`src/logic/fifo_pkg.sv`:
```
// shared sizes and APB register map for the FIFO subsystem, imported by the register block
`default_nettype none

package fifo_pkg;

   // default geometry, overridden through top level parameters
   parameter int DATA_WIDTH_DEF = 8;
   parameter int DEPTH_DEF      = 4;

   // register byte addresses on the APB port
   typedef enum logic [7:0] {
      REG_CTRL      = 8'h00,
      REG_STATUS    = 8'h04,
      REG_DROP_CNT  = 8'h08,
      REG_UNDER_CNT = 8'h0C
   } reg_addr_e;

   // bit positions inside REG_CTRL
   parameter int CTRL_ENABLE_BIT = 0;
   parameter int CTRL_CLEAR_BIT  = 1;

   // event counters saturate at all ones
   parameter int CNT_WIDTH = 16;

endpackage

`default_nettype wire

```
`src/logic/fifo_ptr_if.sv`:
```
// pointer and flag bundle between the FIFO pointer tracker and the FIFO core
`timescale 1ns/10ps
`default_nettype none

interface fifo_ptr_if #(
   parameter int DEPTH = fifo_pkg::DEPTH_DEF
);

   localparam int PTR_W = $clog2(DEPTH);
   localparam int CNT_W = $clog2(DEPTH + 1);

   // tracker to core
   logic [PTR_W-1:0] wptr;
   logic [PTR_W-1:0] rptr_next;
   logic             full;
   logic             empty;
   logic [CNT_W-1:0] count;

   // core to tracker, accepted handshakes only
   logic             enq;
   logic             deq;

   modport tracker (
      output wptr, rptr_next, full, empty, count,
      input  enq, deq
   );

   modport core (
      input  wptr, rptr_next, full, empty, count,
      output enq, deq
   );

endinterface

`default_nettype wire

```
`src/logic/fifo_ptr_tracker.sv`:
```
// read and write pointer bookkeeping for the small FIFO, instantiated inside the FIFO core
`timescale 1ns/10ps
`default_nettype none

module fifo_ptr_tracker #(
   parameter int DEPTH = fifo_pkg::DEPTH_DEF
) (
   input  logic       clk_i,
   input  logic       rst_n_i,
   fifo_ptr_if.tracker ptr
);

   localparam int PTR_W = $clog2(DEPTH);
   localparam int CNT_W = $clog2(DEPTH + 1);
   localparam logic [PTR_W-1:0] LAST_PTR = PTR_W'(DEPTH - 1);

   logic [PTR_W-1:0] rptr_q;
   logic [PTR_W-1:0] wptr_q;
   logic             last_enq_q;
   logic [CNT_W-1:0] count_q;
   logic             ptrs_equal;

   // pointers wrap at DEPTH so non power of two depths work
   function automatic logic [PTR_W-1:0] ptr_inc(input logic [PTR_W-1:0] p);
      logic [PTR_W-1:0] nxt;
      if (p == LAST_PTR)
         nxt = '0;
      else
         nxt = p + 1'b1;
      return nxt;
   endfunction

   // look-ahead read address, the RAM registers it this cycle
   assign ptr.rptr_next = ptr.deq ? ptr_inc(rptr_q) : rptr_q;
   assign ptr.wptr      = wptr_q;

   // equal pointers mean full or empty
   // the last operation tells which one
   assign ptrs_equal = (rptr_q == wptr_q);
   assign ptr.full   = ptrs_equal & last_enq_q;
   assign ptr.empty  = ptrs_equal & ~last_enq_q;
   assign ptr.count  = count_q;

   always_ff @(posedge clk_i or negedge rst_n_i)
   begin
      if (!rst_n_i)
      begin
         rptr_q     <= '0;
         wptr_q     <= '0;
         last_enq_q <= 1'b0;
         count_q    <= '0;
      end
      else
      begin
         rptr_q <= ptr.rptr_next;
         if (ptr.enq)
            wptr_q <= ptr_inc(wptr_q);
         // simultaneous enq and deq keep the distance, so the bit stays
         if (ptr.enq ^ ptr.deq)
            last_enq_q <= ptr.enq;
         case ({ptr.enq, ptr.deq})
            2'b10:   count_q <= count_q + 1'b1;
            2'b01:   count_q <= count_q - 1'b1;
            default: count_q <= count_q;
         endcase
      end
   end

   // the core must gate its strobes with the flags computed here
   a_no_enq_when_full : assert property (
      @(posedge clk_i) disable iff (!rst_n_i) !(ptr.enq && ptr.full)
   ) else $error("fifo_ptr_tracker: enq while full");

   a_no_deq_when_empty : assert property (
      @(posedge clk_i) disable iff (!rst_n_i) !(ptr.deq && ptr.empty)
   ) else $error("fifo_ptr_tracker: deq while empty");

endmodule

`default_nettype wire

```
`src/logic/sync_ram_1r1w.sv`:
```
// one write port, one registered read port storage array used by the FIFO core
`timescale 1ns/10ps
`default_nettype none

module sync_ram_1r1w #(
   parameter int DATA_WIDTH = fifo_pkg::DATA_WIDTH_DEF,
   parameter int DEPTH      = fifo_pkg::DEPTH_DEF
) (
   input  logic                     clk_i,
   input  logic                     w_en_i,
   input  logic [$clog2(DEPTH)-1:0] w_addr_i,
   input  logic [DATA_WIDTH-1:0]    w_data_i,
   input  logic                     r_en_i,
   input  logic [$clog2(DEPTH)-1:0] r_addr_i,
   output logic [DATA_WIDTH-1:0]    r_data_o
);

   logic [DATA_WIDTH-1:0] mem [DEPTH];

   // synchronous write
   always_ff @(posedge clk_i)
   begin
      if (w_en_i)
         mem[w_addr_i] <= w_data_i;
   end

   // registered read, output holds while r_en_i is low
   always_ff @(posedge clk_i)
   begin
      if (r_en_i)
         r_data_o <= mem[r_addr_i];
   end

   // the core steers colliding reads to its bypass register
   a_no_same_addr : assert property (
      @(posedge clk_i) !(w_en_i && r_en_i && (w_addr_i == r_addr_i))
   ) else $error("sync_ram_1r1w: read and write to the same address");

endmodule

`default_nettype wire

```
`src/logic/fifo_small_bypass.sv`:
```
// small FIFO core with valid/ready input, valid/yumi output and write-to-read bypass
`timescale 1ns/10ps
`default_nettype none

module fifo_small_bypass #(
   parameter int DATA_WIDTH = fifo_pkg::DATA_WIDTH_DEF,
   parameter int DEPTH      = fifo_pkg::DEPTH_DEF
) (
   input  logic                       clk_i,
   input  logic                       rst_n_i,
   input  logic                       enable_i,
   input  logic                       valid_i,
   output logic                       ready_o,
   input  logic [DATA_WIDTH-1:0]      data_i,
   output logic                       valid_o,
   output logic [DATA_WIDTH-1:0]      data_o,
   input  logic                       yumi_i,
   output logic [$clog2(DEPTH+1)-1:0] count_o,
   output logic                       full_o,
   output logic                       empty_o,
   output logic                       push_refused_o,
   output logic                       pop_refused_o
);

   logic                  same_addr_n;
   logic                  same_addr_q;
   logic [DATA_WIDTH-1:0] ram_rdata;
   logic [DATA_WIDTH-1:0] bypass_q;

   fifo_ptr_if #(.DEPTH(DEPTH)) ptr ();

   fifo_ptr_tracker #(.DEPTH(DEPTH)) u_tracker (
      .clk_i   (clk_i),
      .rst_n_i (rst_n_i),
      .ptr     (ptr.tracker)
   );

   // input side accepts only when enabled and there is room
   assign ready_o = enable_i & ~ptr.full;
   assign ptr.enq = valid_i & ready_o;

   // pops on an empty FIFO are dropped here and reported
   assign valid_o = ~ptr.empty;
   assign ptr.deq = yumi_i & ~ptr.empty;

   // write lands where the RAM would read next
   // happens when empty, or one word with push and pop together
   assign same_addr_n = ptr.enq & (ptr.wptr == ptr.rptr_next);

   // read is skipped on a collision so the RAM never sees one
   sync_ram_1r1w #(
      .DATA_WIDTH (DATA_WIDTH),
      .DEPTH      (DEPTH)
   ) u_ram (
      .clk_i    (clk_i),
      .w_en_i   (ptr.enq),
      .w_addr_i (ptr.wptr),
      .w_data_i (data_i),
      .r_en_i   (~same_addr_n),
      .r_addr_i (ptr.rptr_next),
      .r_data_o (ram_rdata)
   );

   // bypass copy of the colliding write
   always_ff @(posedge clk_i)
   begin
      if (same_addr_n)
         bypass_q <= data_i;
   end

   always_ff @(posedge clk_i or negedge rst_n_i)
   begin
      if (!rst_n_i)
         same_addr_q <= 1'b0;
      else
         same_addr_q <= same_addr_n;
   end

   // one cycle after a collision the head word sits in the bypass register
   assign data_o = same_addr_q ? bypass_q : ram_rdata;

   // status and refused-event pulses, one per offending cycle
   assign count_o        = ptr.count;
   assign full_o         = ptr.full;
   assign empty_o        = ptr.empty;
   assign push_refused_o = valid_i & ~ready_o;
   assign pop_refused_o  = yumi_i & ptr.empty;

endmodule

`default_nettype wire

```
`src/logic/fifo_apb_regs.sv`:
```
// APB register block for FIFO control, status and refused-event counters
`timescale 1ns/10ps
`default_nettype none

module fifo_apb_regs #(
   parameter int DEPTH = fifo_pkg::DEPTH_DEF
) (
   input  logic                       clk_i,
   input  logic                       rst_n_i,
   input  logic                       psel_i,
   input  logic                       penable_i,
   input  logic                       pwrite_i,
   input  logic [7:0]                 paddr_i,
   input  logic [31:0]                pwdata_i,
   output logic [31:0]                prdata_o,
   output logic                       pready_o,
   output logic                       pslverr_o,
   output logic                       enable_o,
   input  logic [$clog2(DEPTH+1)-1:0] count_i,
   input  logic                       full_i,
   input  logic                       empty_i,
   input  logic                       push_refused_i,
   input  logic                       pop_refused_i
);

   import fifo_pkg::*;

   logic                 access;
   logic                 wr_en;
   logic                 rd_en;
   logic                 addr_hit;
   logic                 addr_ro;
   logic                 ctrl_wr;
   logic                 clear_cnt;
   logic                 enable_q;
   logic [1:0]           event_pulse;
   logic [CNT_WIDTH-1:0] cnt_q [2];
   logic [31:0]          status_word;

   // no wait states
   assign pready_o = 1'b1;

   // access phase of a transfer
   assign access = psel_i & penable_i;
   assign wr_en  = access & pwrite_i;
   assign rd_en  = access & ~pwrite_i;

   // address decode
   // only REG_CTRL is writable
   always_comb
   begin
      addr_hit = 1'b0;
      addr_ro  = 1'b0;
      case (paddr_i)
         REG_CTRL:
            addr_hit = 1'b1;
         REG_STATUS, REG_DROP_CNT, REG_UNDER_CNT:
         begin
            addr_hit = 1'b1;
            addr_ro  = 1'b1;
         end
         default:
            addr_hit = 1'b0;
      endcase
   end

   // error on unmapped address or write to a read-only register
   assign pslverr_o = access & (~addr_hit | (pwrite_i & addr_ro));

   assign ctrl_wr   = wr_en & (paddr_i == REG_CTRL);
   assign clear_cnt = ctrl_wr & pwdata_i[CTRL_CLEAR_BIT];

   always_ff @(posedge clk_i or negedge rst_n_i)
   begin
      if (!rst_n_i)
         enable_q <= 1'b0;
      else if (ctrl_wr)
         enable_q <= pwdata_i[CTRL_ENABLE_BIT];
   end

   assign enable_o = enable_q;

   // index 0 counts refused pushes, index 1 illegal pops
   assign event_pulse = {pop_refused_i, push_refused_i};

   always_ff @(posedge clk_i or negedge rst_n_i)
   begin
      if (!rst_n_i)
         cnt_q <= '{default: '0};
      else if (clear_cnt)
         cnt_q <= '{default: '0};
      else
      begin
         for (int i = 0; i < 2; i++)
         begin
            // stick at all ones
            if (event_pulse[i] && (cnt_q[i] != '1))
               cnt_q[i] <= cnt_q[i] + 1'b1;
         end
      end
   end

   // count in 15:0, full in 16, empty in 17
   assign status_word = {14'b0, empty_i, full_i, 16'(count_i)};

   // read data valid in the access cycle
   // clear bit always reads back as 0
   always_comb
   begin
      prdata_o = '0;
      if (rd_en)
      begin
         case (paddr_i)
            REG_CTRL:      prdata_o[CTRL_ENABLE_BIT] = enable_q;
            REG_STATUS:    prdata_o = status_word;
            REG_DROP_CNT:  prdata_o[CNT_WIDTH-1:0] = cnt_q[0];
            REG_UNDER_CNT: prdata_o[CNT_WIDTH-1:0] = cnt_q[1];
            default:       prdata_o = '0;
         endcase
      end
   end

   // access phase only ever follows a selected setup phase
   a_penable_needs_psel : assert property (
      @(posedge clk_i) disable iff (!rst_n_i) penable_i |-> psel_i
   ) else $error("fifo_apb_regs: penable without psel");

endmodule

`default_nettype wire

```
`src/logic/fifo_subsystem_top.sv`:
```
// top level of the FIFO subsystem, joins the APB register block and the FIFO core
`timescale 1ns/10ps
`default_nettype none

module fifo_subsystem_top #(
   parameter int DATA_WIDTH = fifo_pkg::DATA_WIDTH_DEF,
   parameter int DEPTH      = fifo_pkg::DEPTH_DEF
) (
   input  logic                  clk_i,
   input  logic                  rst_n_i,
   // APB slave
   input  logic                  psel_i,
   input  logic                  penable_i,
   input  logic                  pwrite_i,
   input  logic [7:0]            paddr_i,
   input  logic [31:0]           pwdata_i,
   output logic [31:0]           prdata_o,
   output logic                  pready_o,
   output logic                  pslverr_o,
   // data path
   input  logic                  valid_i,
   output logic                  ready_o,
   input  logic [DATA_WIDTH-1:0] data_i,
   output logic                  valid_o,
   output logic [DATA_WIDTH-1:0] data_o,
   input  logic                  yumi_i
);

   logic                       enable;
   logic [$clog2(DEPTH+1)-1:0] count;
   logic                       full;
   logic                       empty;
   logic                       push_refused;
   logic                       pop_refused;

   fifo_apb_regs #(.DEPTH(DEPTH)) u_regs (
      .clk_i          (clk_i),
      .rst_n_i        (rst_n_i),
      .psel_i         (psel_i),
      .penable_i      (penable_i),
      .pwrite_i       (pwrite_i),
      .paddr_i        (paddr_i),
      .pwdata_i       (pwdata_i),
      .prdata_o       (prdata_o),
      .pready_o       (pready_o),
      .pslverr_o      (pslverr_o),
      .enable_o       (enable),
      .count_i        (count),
      .full_i         (full),
      .empty_i        (empty),
      .push_refused_i (push_refused),
      .pop_refused_i  (pop_refused)
   );

   fifo_small_bypass #(
      .DATA_WIDTH (DATA_WIDTH),
      .DEPTH      (DEPTH)
   ) u_fifo (
      .clk_i          (clk_i),
      .rst_n_i        (rst_n_i),
      .enable_i       (enable),
      .valid_i        (valid_i),
      .ready_o        (ready_o),
      .data_i         (data_i),
      .valid_o        (valid_o),
      .data_o         (data_o),
      .yumi_i         (yumi_i),
      .count_o        (count),
      .full_o         (full),
      .empty_o        (empty),
      .push_refused_o (push_refused),
      .pop_refused_o  (pop_refused)
   );

endmodule

`default_nettype wire

```
`config.mk`:
```
export PLATFORM = sky130hd
export DESIGN_NAME = fifo_subsystem_top
export DESIGN_NICKNAME = d
export VERILOG_FILES = /design/src/logic/fifo_pkg.sv /design/src/logic/fifo_ptr_if.sv /design/src/logic/fifo_ptr_tracker.sv /design/src/logic/sync_ram_1r1w.sv /design/src/logic/fifo_small_bypass.sv /design/src/logic/fifo_apb_regs.sv /design/src/logic/fifo_subsystem_top.sv
export SDC_FILE = /design/constraint.sdc
export NUM_CORES = 1
export LEC_CHECK = 0
export ABC_AREA = 1
export BUFFER_PORTS_ARGS = -buffer_cell sky130_fd_sc_hd__buf_2
export CAP_MARGIN = 20
export CORE_ASPECT_RATIO = 1.2
export CORE_UTILIZATION = 47
export CTS_CLUSTER_SIZE = 16
export DETAILED_ROUTE_END_ITERATION = 8
export GPL_TIMING_DRIVEN = 0
export MAX_ROUTING_LAYER = met4
export PLACE_DENSITY = 0.76
export SLEW_MARGIN = 10
export SYNTH_ARGS = -nofsm -noshare
export SYNTH_HDL_FRONTEND = slang
export SYNTH_SLANG_ARGS = --single-unit
```
`constraint.sdc`:
```
create_clock -name clk_i -period 2.8 [get_ports clk_i]
set_input_delay 0 -clock clk_i [delete_from_list [all_inputs] [get_ports clk_i]]
set_output_delay 0 -clock clk_i [all_outputs]
set_load 0.02 [all_outputs]
```
# Word level (Yosys, flattened, before mapping)
# Memory sizes are Yosys's and may differ from the RTL's. A register that Yosys moved wholly into a read port is not among the register bits.
# Cells that the tools add are included.
# W data, S select, Z words.
dict set report totals {
  regBits 50
  mem_bits_rw 32
  input_bits 55
  elab_cells 75
  memories 1
}
dict set report classes {
  n_addsub 6
  eq_ne 11
  n_mux 16
  bitwise 23
  n_reduce_logical 9
}
# memory words width read_ports rd_ports_with_merged_regs write_ports line_no
set memory_table {}
lappend memory_table {u_fifo.u_ram.mem 4 8 1 1 1 sync_ram_1r1w.sv:18} ;# logic [DATA_WIDTH-1:0] mem [DEPTH];
# operator n
set op_table {}
lappend op_table {{$mux W32} 2}
lappend op_table {{$pmux W15 S3} 1}
lappend op_table {{$add A16 B1 Y16 const B} 2}
lappend op_table {{$mux W16} 2}
lappend op_table {{$ne A16 B16 Y1 const B} 2}
lappend op_table {{$eq A8 B4 Y1 const B} 2}
lappend op_table {{$and A1 B1 Y1} 15}
lappend op_table {{$eq A8 B3 Y1 const B} 1}
lappend op_table {{$logic_not A8 Y1} 1}
lappend op_table {{$mux W2} 4}
lappend op_table {{$mux W8} 1}
lappend op_table {{$eq A2 B2 Y1 const B} 3}
lappend op_table {{$not A1 Y1} 6}
lappend op_table {{$pmux W3 S2} 1}
lappend op_table {{$reduce_bool A2 Y1} 3}
lappend op_table {{$add A2 B1 Y2 const B} 2}
lappend op_table {{$eq A2 B2 Y1} 2}
lappend op_table {{$mux W1} 4}
lappend op_table {{$pmux W1 S4} 1}
lappend op_table {{$reduce_or A4 Y1} 1}
lappend op_table {{$add A3 B1 Y3 const B} 1}
lappend op_table {{$reduce_or A3 Y1} 1}
lappend op_table {{$sub A3 B1 Y3 const B} 1}
lappend op_table {{$eq A2 B1 Y1 const B} 1}
lappend op_table {{4 further kinds} 5}

# Logic depth before layout (Yosys ltp)
dict set report logic_depth {
  word_depth 9
  ltp_mapped 12
}

# By module
# Synthesis repeated with hierarchy kept, for this count alone.
dict set report unflattened {
  hier_cells 638
  area_unflattened_um2 5132.4
}
# module n_inst cells_each area_each_um2 seq_area_each_um2
set by_module_without_submodules {}
lappend by_module_without_submodules {fifo_apb_regs 1 388 2600.0 825.8}
lappend by_module_without_submodules {sync_ram_1r1w 1 141 1627.8 1201.2}
lappend by_module_without_submodules {fifo_small_bypass 1 59 479.2 265.3}
lappend by_module_without_submodules {fifo_ptr_tracker 1 50 425.4 200.2}

# Worst setup path after synthesis
# Ideal clock, no wire load.
dict set report synth_path {
  path_kind {flip-flop to flip-flop}
  from {register u_fifo.u_tracker.wptr_q[1], in the netlist u_fifo.u_tracker.ptr.wptr[1]}
  to {register u_fifo.u_tracker.count_q[2], in the netlist u_fifo.u_tracker.ptr.count[2]}
  setup_ns 0.131
  arrival_ns 2.102
  path_slack_ns 0.567
  stages_incl_launch_ff 13
  n_path_buf 0
  synth_period_minus_slack_ns 2.233
  path_cell_list {dfrtp_1 -> inv_2 -> nand2_1 -> nand2_1 -> nand3_1 -> nand2_2 -> nor2_2 -> inv_1 -> ha_1 -> fa_1 -> a21oi_1 -> o21ai_0 -> xor2_1}
}
dict set report synth_via {
  elab_chain_len 7
  elab_cells_between_ends 12
}
# item line_no
set synth_lines {}
lappend synth_lines {{from (decl)} fifo_ptr_tracker.sv:18} ;# logic [PTR_W-1:0] wptr_q;
lappend synth_lines {{from (signal assigned)} fifo_ptr_tracker.sv:57} ;# wptr_q <= ptr_inc(wptr_q);
lappend synth_lines {{$eq A2 B2 Y1 (*)} fifo_ptr_tracker.sv:39} ;# assign ptrs_equal = (rptr_q == wptr_q);
lappend synth_lines {{$and A1 B1 Y1} fifo_ptr_tracker.sv:40} ;# assign ptr.full = ptrs_equal & last_enq_q;
lappend synth_lines {{$not A1 Y1} fifo_small_bypass.sv:39} ;# assign ready_o = enable_i & ~ptr.full;
lappend synth_lines {{$and A1 B1 Y1} fifo_small_bypass.sv:39}
lappend synth_lines {{$and A1 B1 Y1} fifo_small_bypass.sv:40} ;# assign ptr.enq = valid_i & ready_o;
lappend synth_lines {{$eq A2 B1 Y1 / $eq A2 B2 Y1 (equally long branches)} fifo_ptr_tracker.sv:61} ;# case ({ptr.enq, ptr.deq})
lappend synth_lines {{$pmux W3 S2 / $reduce_bool A2 Y1 (equally long branches)} --}
lappend synth_lines {{to (signal assigned)} fifo_ptr_tracker.sv:62} ;# 2'b10: count_q <= count_q + 1'b1;
lappend synth_lines {{to (signal assigned)} fifo_ptr_tracker.sv:63} ;# 2'b01: count_q <= count_q - 1'b1;
lappend synth_lines {{to (signal assigned)} fifo_ptr_tracker.sv:64} ;# default: count_q <= count_q;
lappend synth_lines {{to (decl)} fifo_ptr_tracker.sv:20} ;# logic [CNT_W-1:0] count_q;
# Mark *: on every way between the ends. The rest lies on a longest branch, timed or not.
# A chain may end at the register's enable or synchronous reset.

# Final worst setup path
# Ends and elaborated chain as after synthesis.

==> metrics.md <==
| Metric | Value |
|---|---|
| Status | `completed` |
| FP Rows | `41` |
| CP endpoint kind | `flip-flop` |
| Largest net degree at the start of global routing | `43` |
| Setup WS pre-CTS | `0.155 ns` |
| Met3 wire length | `458 µm` |
| CTS tree | `done` |
| Number of setup buffers added after CTS | `0` |
| Worst R2R Start | `u_fifo.u_tracker.ptr.wptr[1]$_DFFE_PN0P_` |
| Critical path class | `flip-flop to flip-flop` |
| Layout cells sized above 1 | `0.189` |
| Crit path capture | `u_fifo.u_tracker.ptr.count[2]$_DFFE_PN0P_` |
| Worst relative slew slack | `0.447` |
| P_leak | `2.88 nW` |
| Setup violators final | `0` |
| First-pass GRT wire length | `19,000 µm` |
| Crit path max fanout | `8` |
| Final WS setup | `0.267 ns` |
| DR vias | `4,192` |
| Post-Syn Area | `0.00515 mm²` |
| Filler cells | `947` |
| Iteration-0 DRC Markers | `222` |
| Routed wl met2 | `6070 µm` |
| Reg2reg end | `u_fifo.u_tracker.ptr.count[2]$_DFFE_PN0P_` |
| Area grow syn2layout | `17.5%` |
| Worst skew pair latency | `0.35 ns` |
| Clk buf depth | `2` |
| Initial antenna violation count | `0` |
| Starting density of the core | `0.487` |
| Critical Path RT | `3.02 ns` |
| Sequential power share | `0.414` |
| Psw | `0.00154 W` |
| Root Driver | `clkbuf_16` |
| PwrDens | `718 mW/mm²` |
| Worst reg-to-reg path cell count | `12` |
| Clock Skews | `0.00678 ns` |
| Sw Ratio | `0.354` |
| Unrepaired setup endpoints after global routing | `false` |
| Vias per cell | `5.08` |
| MaxCap Viol Count | `0` |
| Total congestion overflow | `0` |
| Die width | `97.5 µm` |
| Buffers on Ports | `53` |
| Pwr Total | `0.00435 W` |
| Final worst path period share | `0.905` |
| WL met1 | `4830 µm` |
| Measured slew at the worst slew-check pin | `0.826 ns` |
| Total CTS buffers | `9` |
| CTS clk-pin slew, worst paths | `0.07 ns` |
| IO Count | `99` |
| N_diodes | `0` |
| Routed WL | `11,600 µm` |
| GRT Total Usage | `0.221` |
| Max Fclk | `395 MHz` |
| Register bit total from synthesis | `90` |
| Min Clock Period, post-route | `2.53 ns` |
| Drt pass-1 iters | `5` |
| Leading cell type in the layout, fill and taps excluded | `nand2_1` |
| DRC | `0` |
| H-tree lvl count | `3` |
| Register area share after synthesis | `0.484` |
| Worst vdd ir | `0.000415 V` |
| HPWL Detailed | `8420 µm` |
| Combinational share of power | `0.299` |
| Reg-to-reg slack, setup | `0.27 ns` |
| Setup tns final | `0 ns` |
| CP arrival | `2.75 ns` |
| Sink Count | `90` |
| Final Cell Area | `0.00605 mm²` |
| Worst setup path startpoint | `u_fifo.u_tracker.ptr.wptr[1]$_DFFE_PN0P_` |
| Total Die Area | `0.0114 mm²` |
| Core area | `0.0106 mm²` |
| Top layer used by detailed routing | `met4` |
| Placed Area | `0.00562 mm²` |
| Warnings from Yosys | `0` |
| Final Max Tran Viols | `0` |
| Hold WC Path Type | `primary input to asynchronous set/reset pin` |
| Routed length per instance | `14.1 µm` |
| Antenna-violating nets left | `0` |
| Die H | `117 µm` |
| # nets final | `756` |
| Syn_area_per_cell | `8.52 µm²` |
| Commonest non-fill, non-tap cells in the layout | `nand2_1, inv_1, nand3_1` |
| Int Power | `0.00281 W` |
| GPL Wtd Cong | `0.918` |
| Setup crit start kind | `flip-flop` |
| Vias in the first global route | `4,067` |
| Clock group share of total power | `0.287` |
| Gate Count Post-Synth | `604` |
| Count of cell types in the netlist | `37` |
| Final count of hold timing violations | `0` |
-- power groups by stage --
| stage | registers, W | logic (W) | clock network (W) |
|---|---|---|---|
| floorplan | 0.00178 | 0.000969 | 0 |
| global placement | 0.00181 | 0.00123 | 0 |
| detailed placement | 0.00182 | 0.00128 | 0 |
| CTS | 0.00180 | 0.00130 | 0.00127 |
| global route | 0.00183 | 0.00147 | 0.00131 |
| finish | 0.00180 | 0.00130 | 0.00125 |
-- worst min path at each step --
| stage | to | from | slack, ns |
|---|---|---|---|
| 6_report | u_regs.cnt_q[27]$_DFFE_PN0P_ | rst_n_i | 0.04 |
| 5_1_grt | u_regs.enable_o$_DFFE_PN0N_ | pwrite_i | 0.06 |
| 4_1_cts | u_regs.enable_o$_DFFE_PN0N_ | pwrite_i | 0.04 |
| 3_5_place_dp | u_regs.cnt_q[26]$_DFFE_PN0P_ | rst_n_i | 0.23 |
| 3_3_place_gp | u_regs.cnt_q[26]$_DFFE_PN0P_ | rst_n_i | 0.22 |
| 2_1_floorplan | u_fifo.same_addr_q$_DFF_PN0_ | rst_n_i | -0.30 |
-- flip-flops by register name, indices dropped and copies added, names as in the netlist --
register and cells:
u_fifo.u_ram.mem 32, u_fifo.u_tracker.ptr.count 3, u_regs.cnt_q 32, u_fifo.u_tracker.last_enq_q 1, u_fifo.u_tracker.rptr_q 2, u_regs.enable_o 1, u_fifo.u_ram.r_data_o 8, u_fifo.u_tracker.ptr.wptr 2
u_fifo.same_addr_q 1, u_fifo.bypass_q 8
-- logic make-up after synthesis --
logic type	after synthesis	share of synthesized area
adders and majority gates	9	0.0233
AOI/OAI and AO/OA	40	0.0430
muxes	9	0.0197
other	2	0.00146
DFF	90	0.484
xor gates and xnor gates	16	0.0287
and+or+nand+nor	331	0.303
buffers and inverters	107	0.0965
-- Yosys cell counts (all sizes together) --
cell,n,area share
xnor2,6,0.012
ha,8,0.019
o21ai,16,0.016
nand4,11,0.016
o211ai,1,0.0015
xor2,10,0.017
buf,26,0.037
nand3,81,0.087
nand3b,3,0.0044
clkbuf,1,0.00073
and3,1,0.0012
a22oi,6,0.0087
mux2,9,0.020
fa,1,0.0039
a21oi,17,0.017
edfxtp,48,0.28
nand2,161,0.13
conb,2,0.0015
or2,1,0.0012
inv,80,0.058
nor3,8,0.014
nor2,65,0.052
dfrtp,42,0.20
-- repair_timing --
action                                  4_1_cts  5_1_grt
hold buffers                                 10        0
resized for setup                             0        1
endpoints found under the setup margin        0        1
endpoints found under the hold margin        83        0
-- worst max-delay path, stage by stage (launching register included) --
cell and delay, ns:
dfrtp_1 0.45, inv_2 0.09, nand2_1 0.07, nand2_1 0.11, nand3_1 0.17, nand2_2 0.12, nor2_4 0.20, inv_1 0.15
ha_1 0.26, fa_1 0.38, a21oi_1 0.12, o21ai_0 0.11, xor2_1 0.16
-- per-stage QoR --
step | hold slack, ns | util | instances
after floorplan | -0.296 | - | 617
after global placement | 0.221 | 0.532 | 799
after detailed placement | 0.231 | 0.532 | 799
after CTS | 0.0398 | 0.570 | 825
after global routing | 0.0569 | 0.573 | 826
final | 0.0408 | 0.573 | 826
-- routing by layer --
metal  vias up  track usage
li1       2107            -
met1      1947        0.241
met2       118        0.401
met3        20       0.0269
met4         0        0.113
met5         -            -
-- final cells by class --
class	instances	area (µm²)	share of cell area
clock buffers	10	229	0.0378
inverters	80	300	0.0496
clock inverters	6	73.8	0.0122
multi-input cells	420	2210	0.366
plain buffers	27	196	0.0325
flip-flops and latches	90	2490	0.412
well taps	129	161	0.0267
repair buffers	64	385	0.0637
Note: power is estimated with default switching activity, not from simulation.
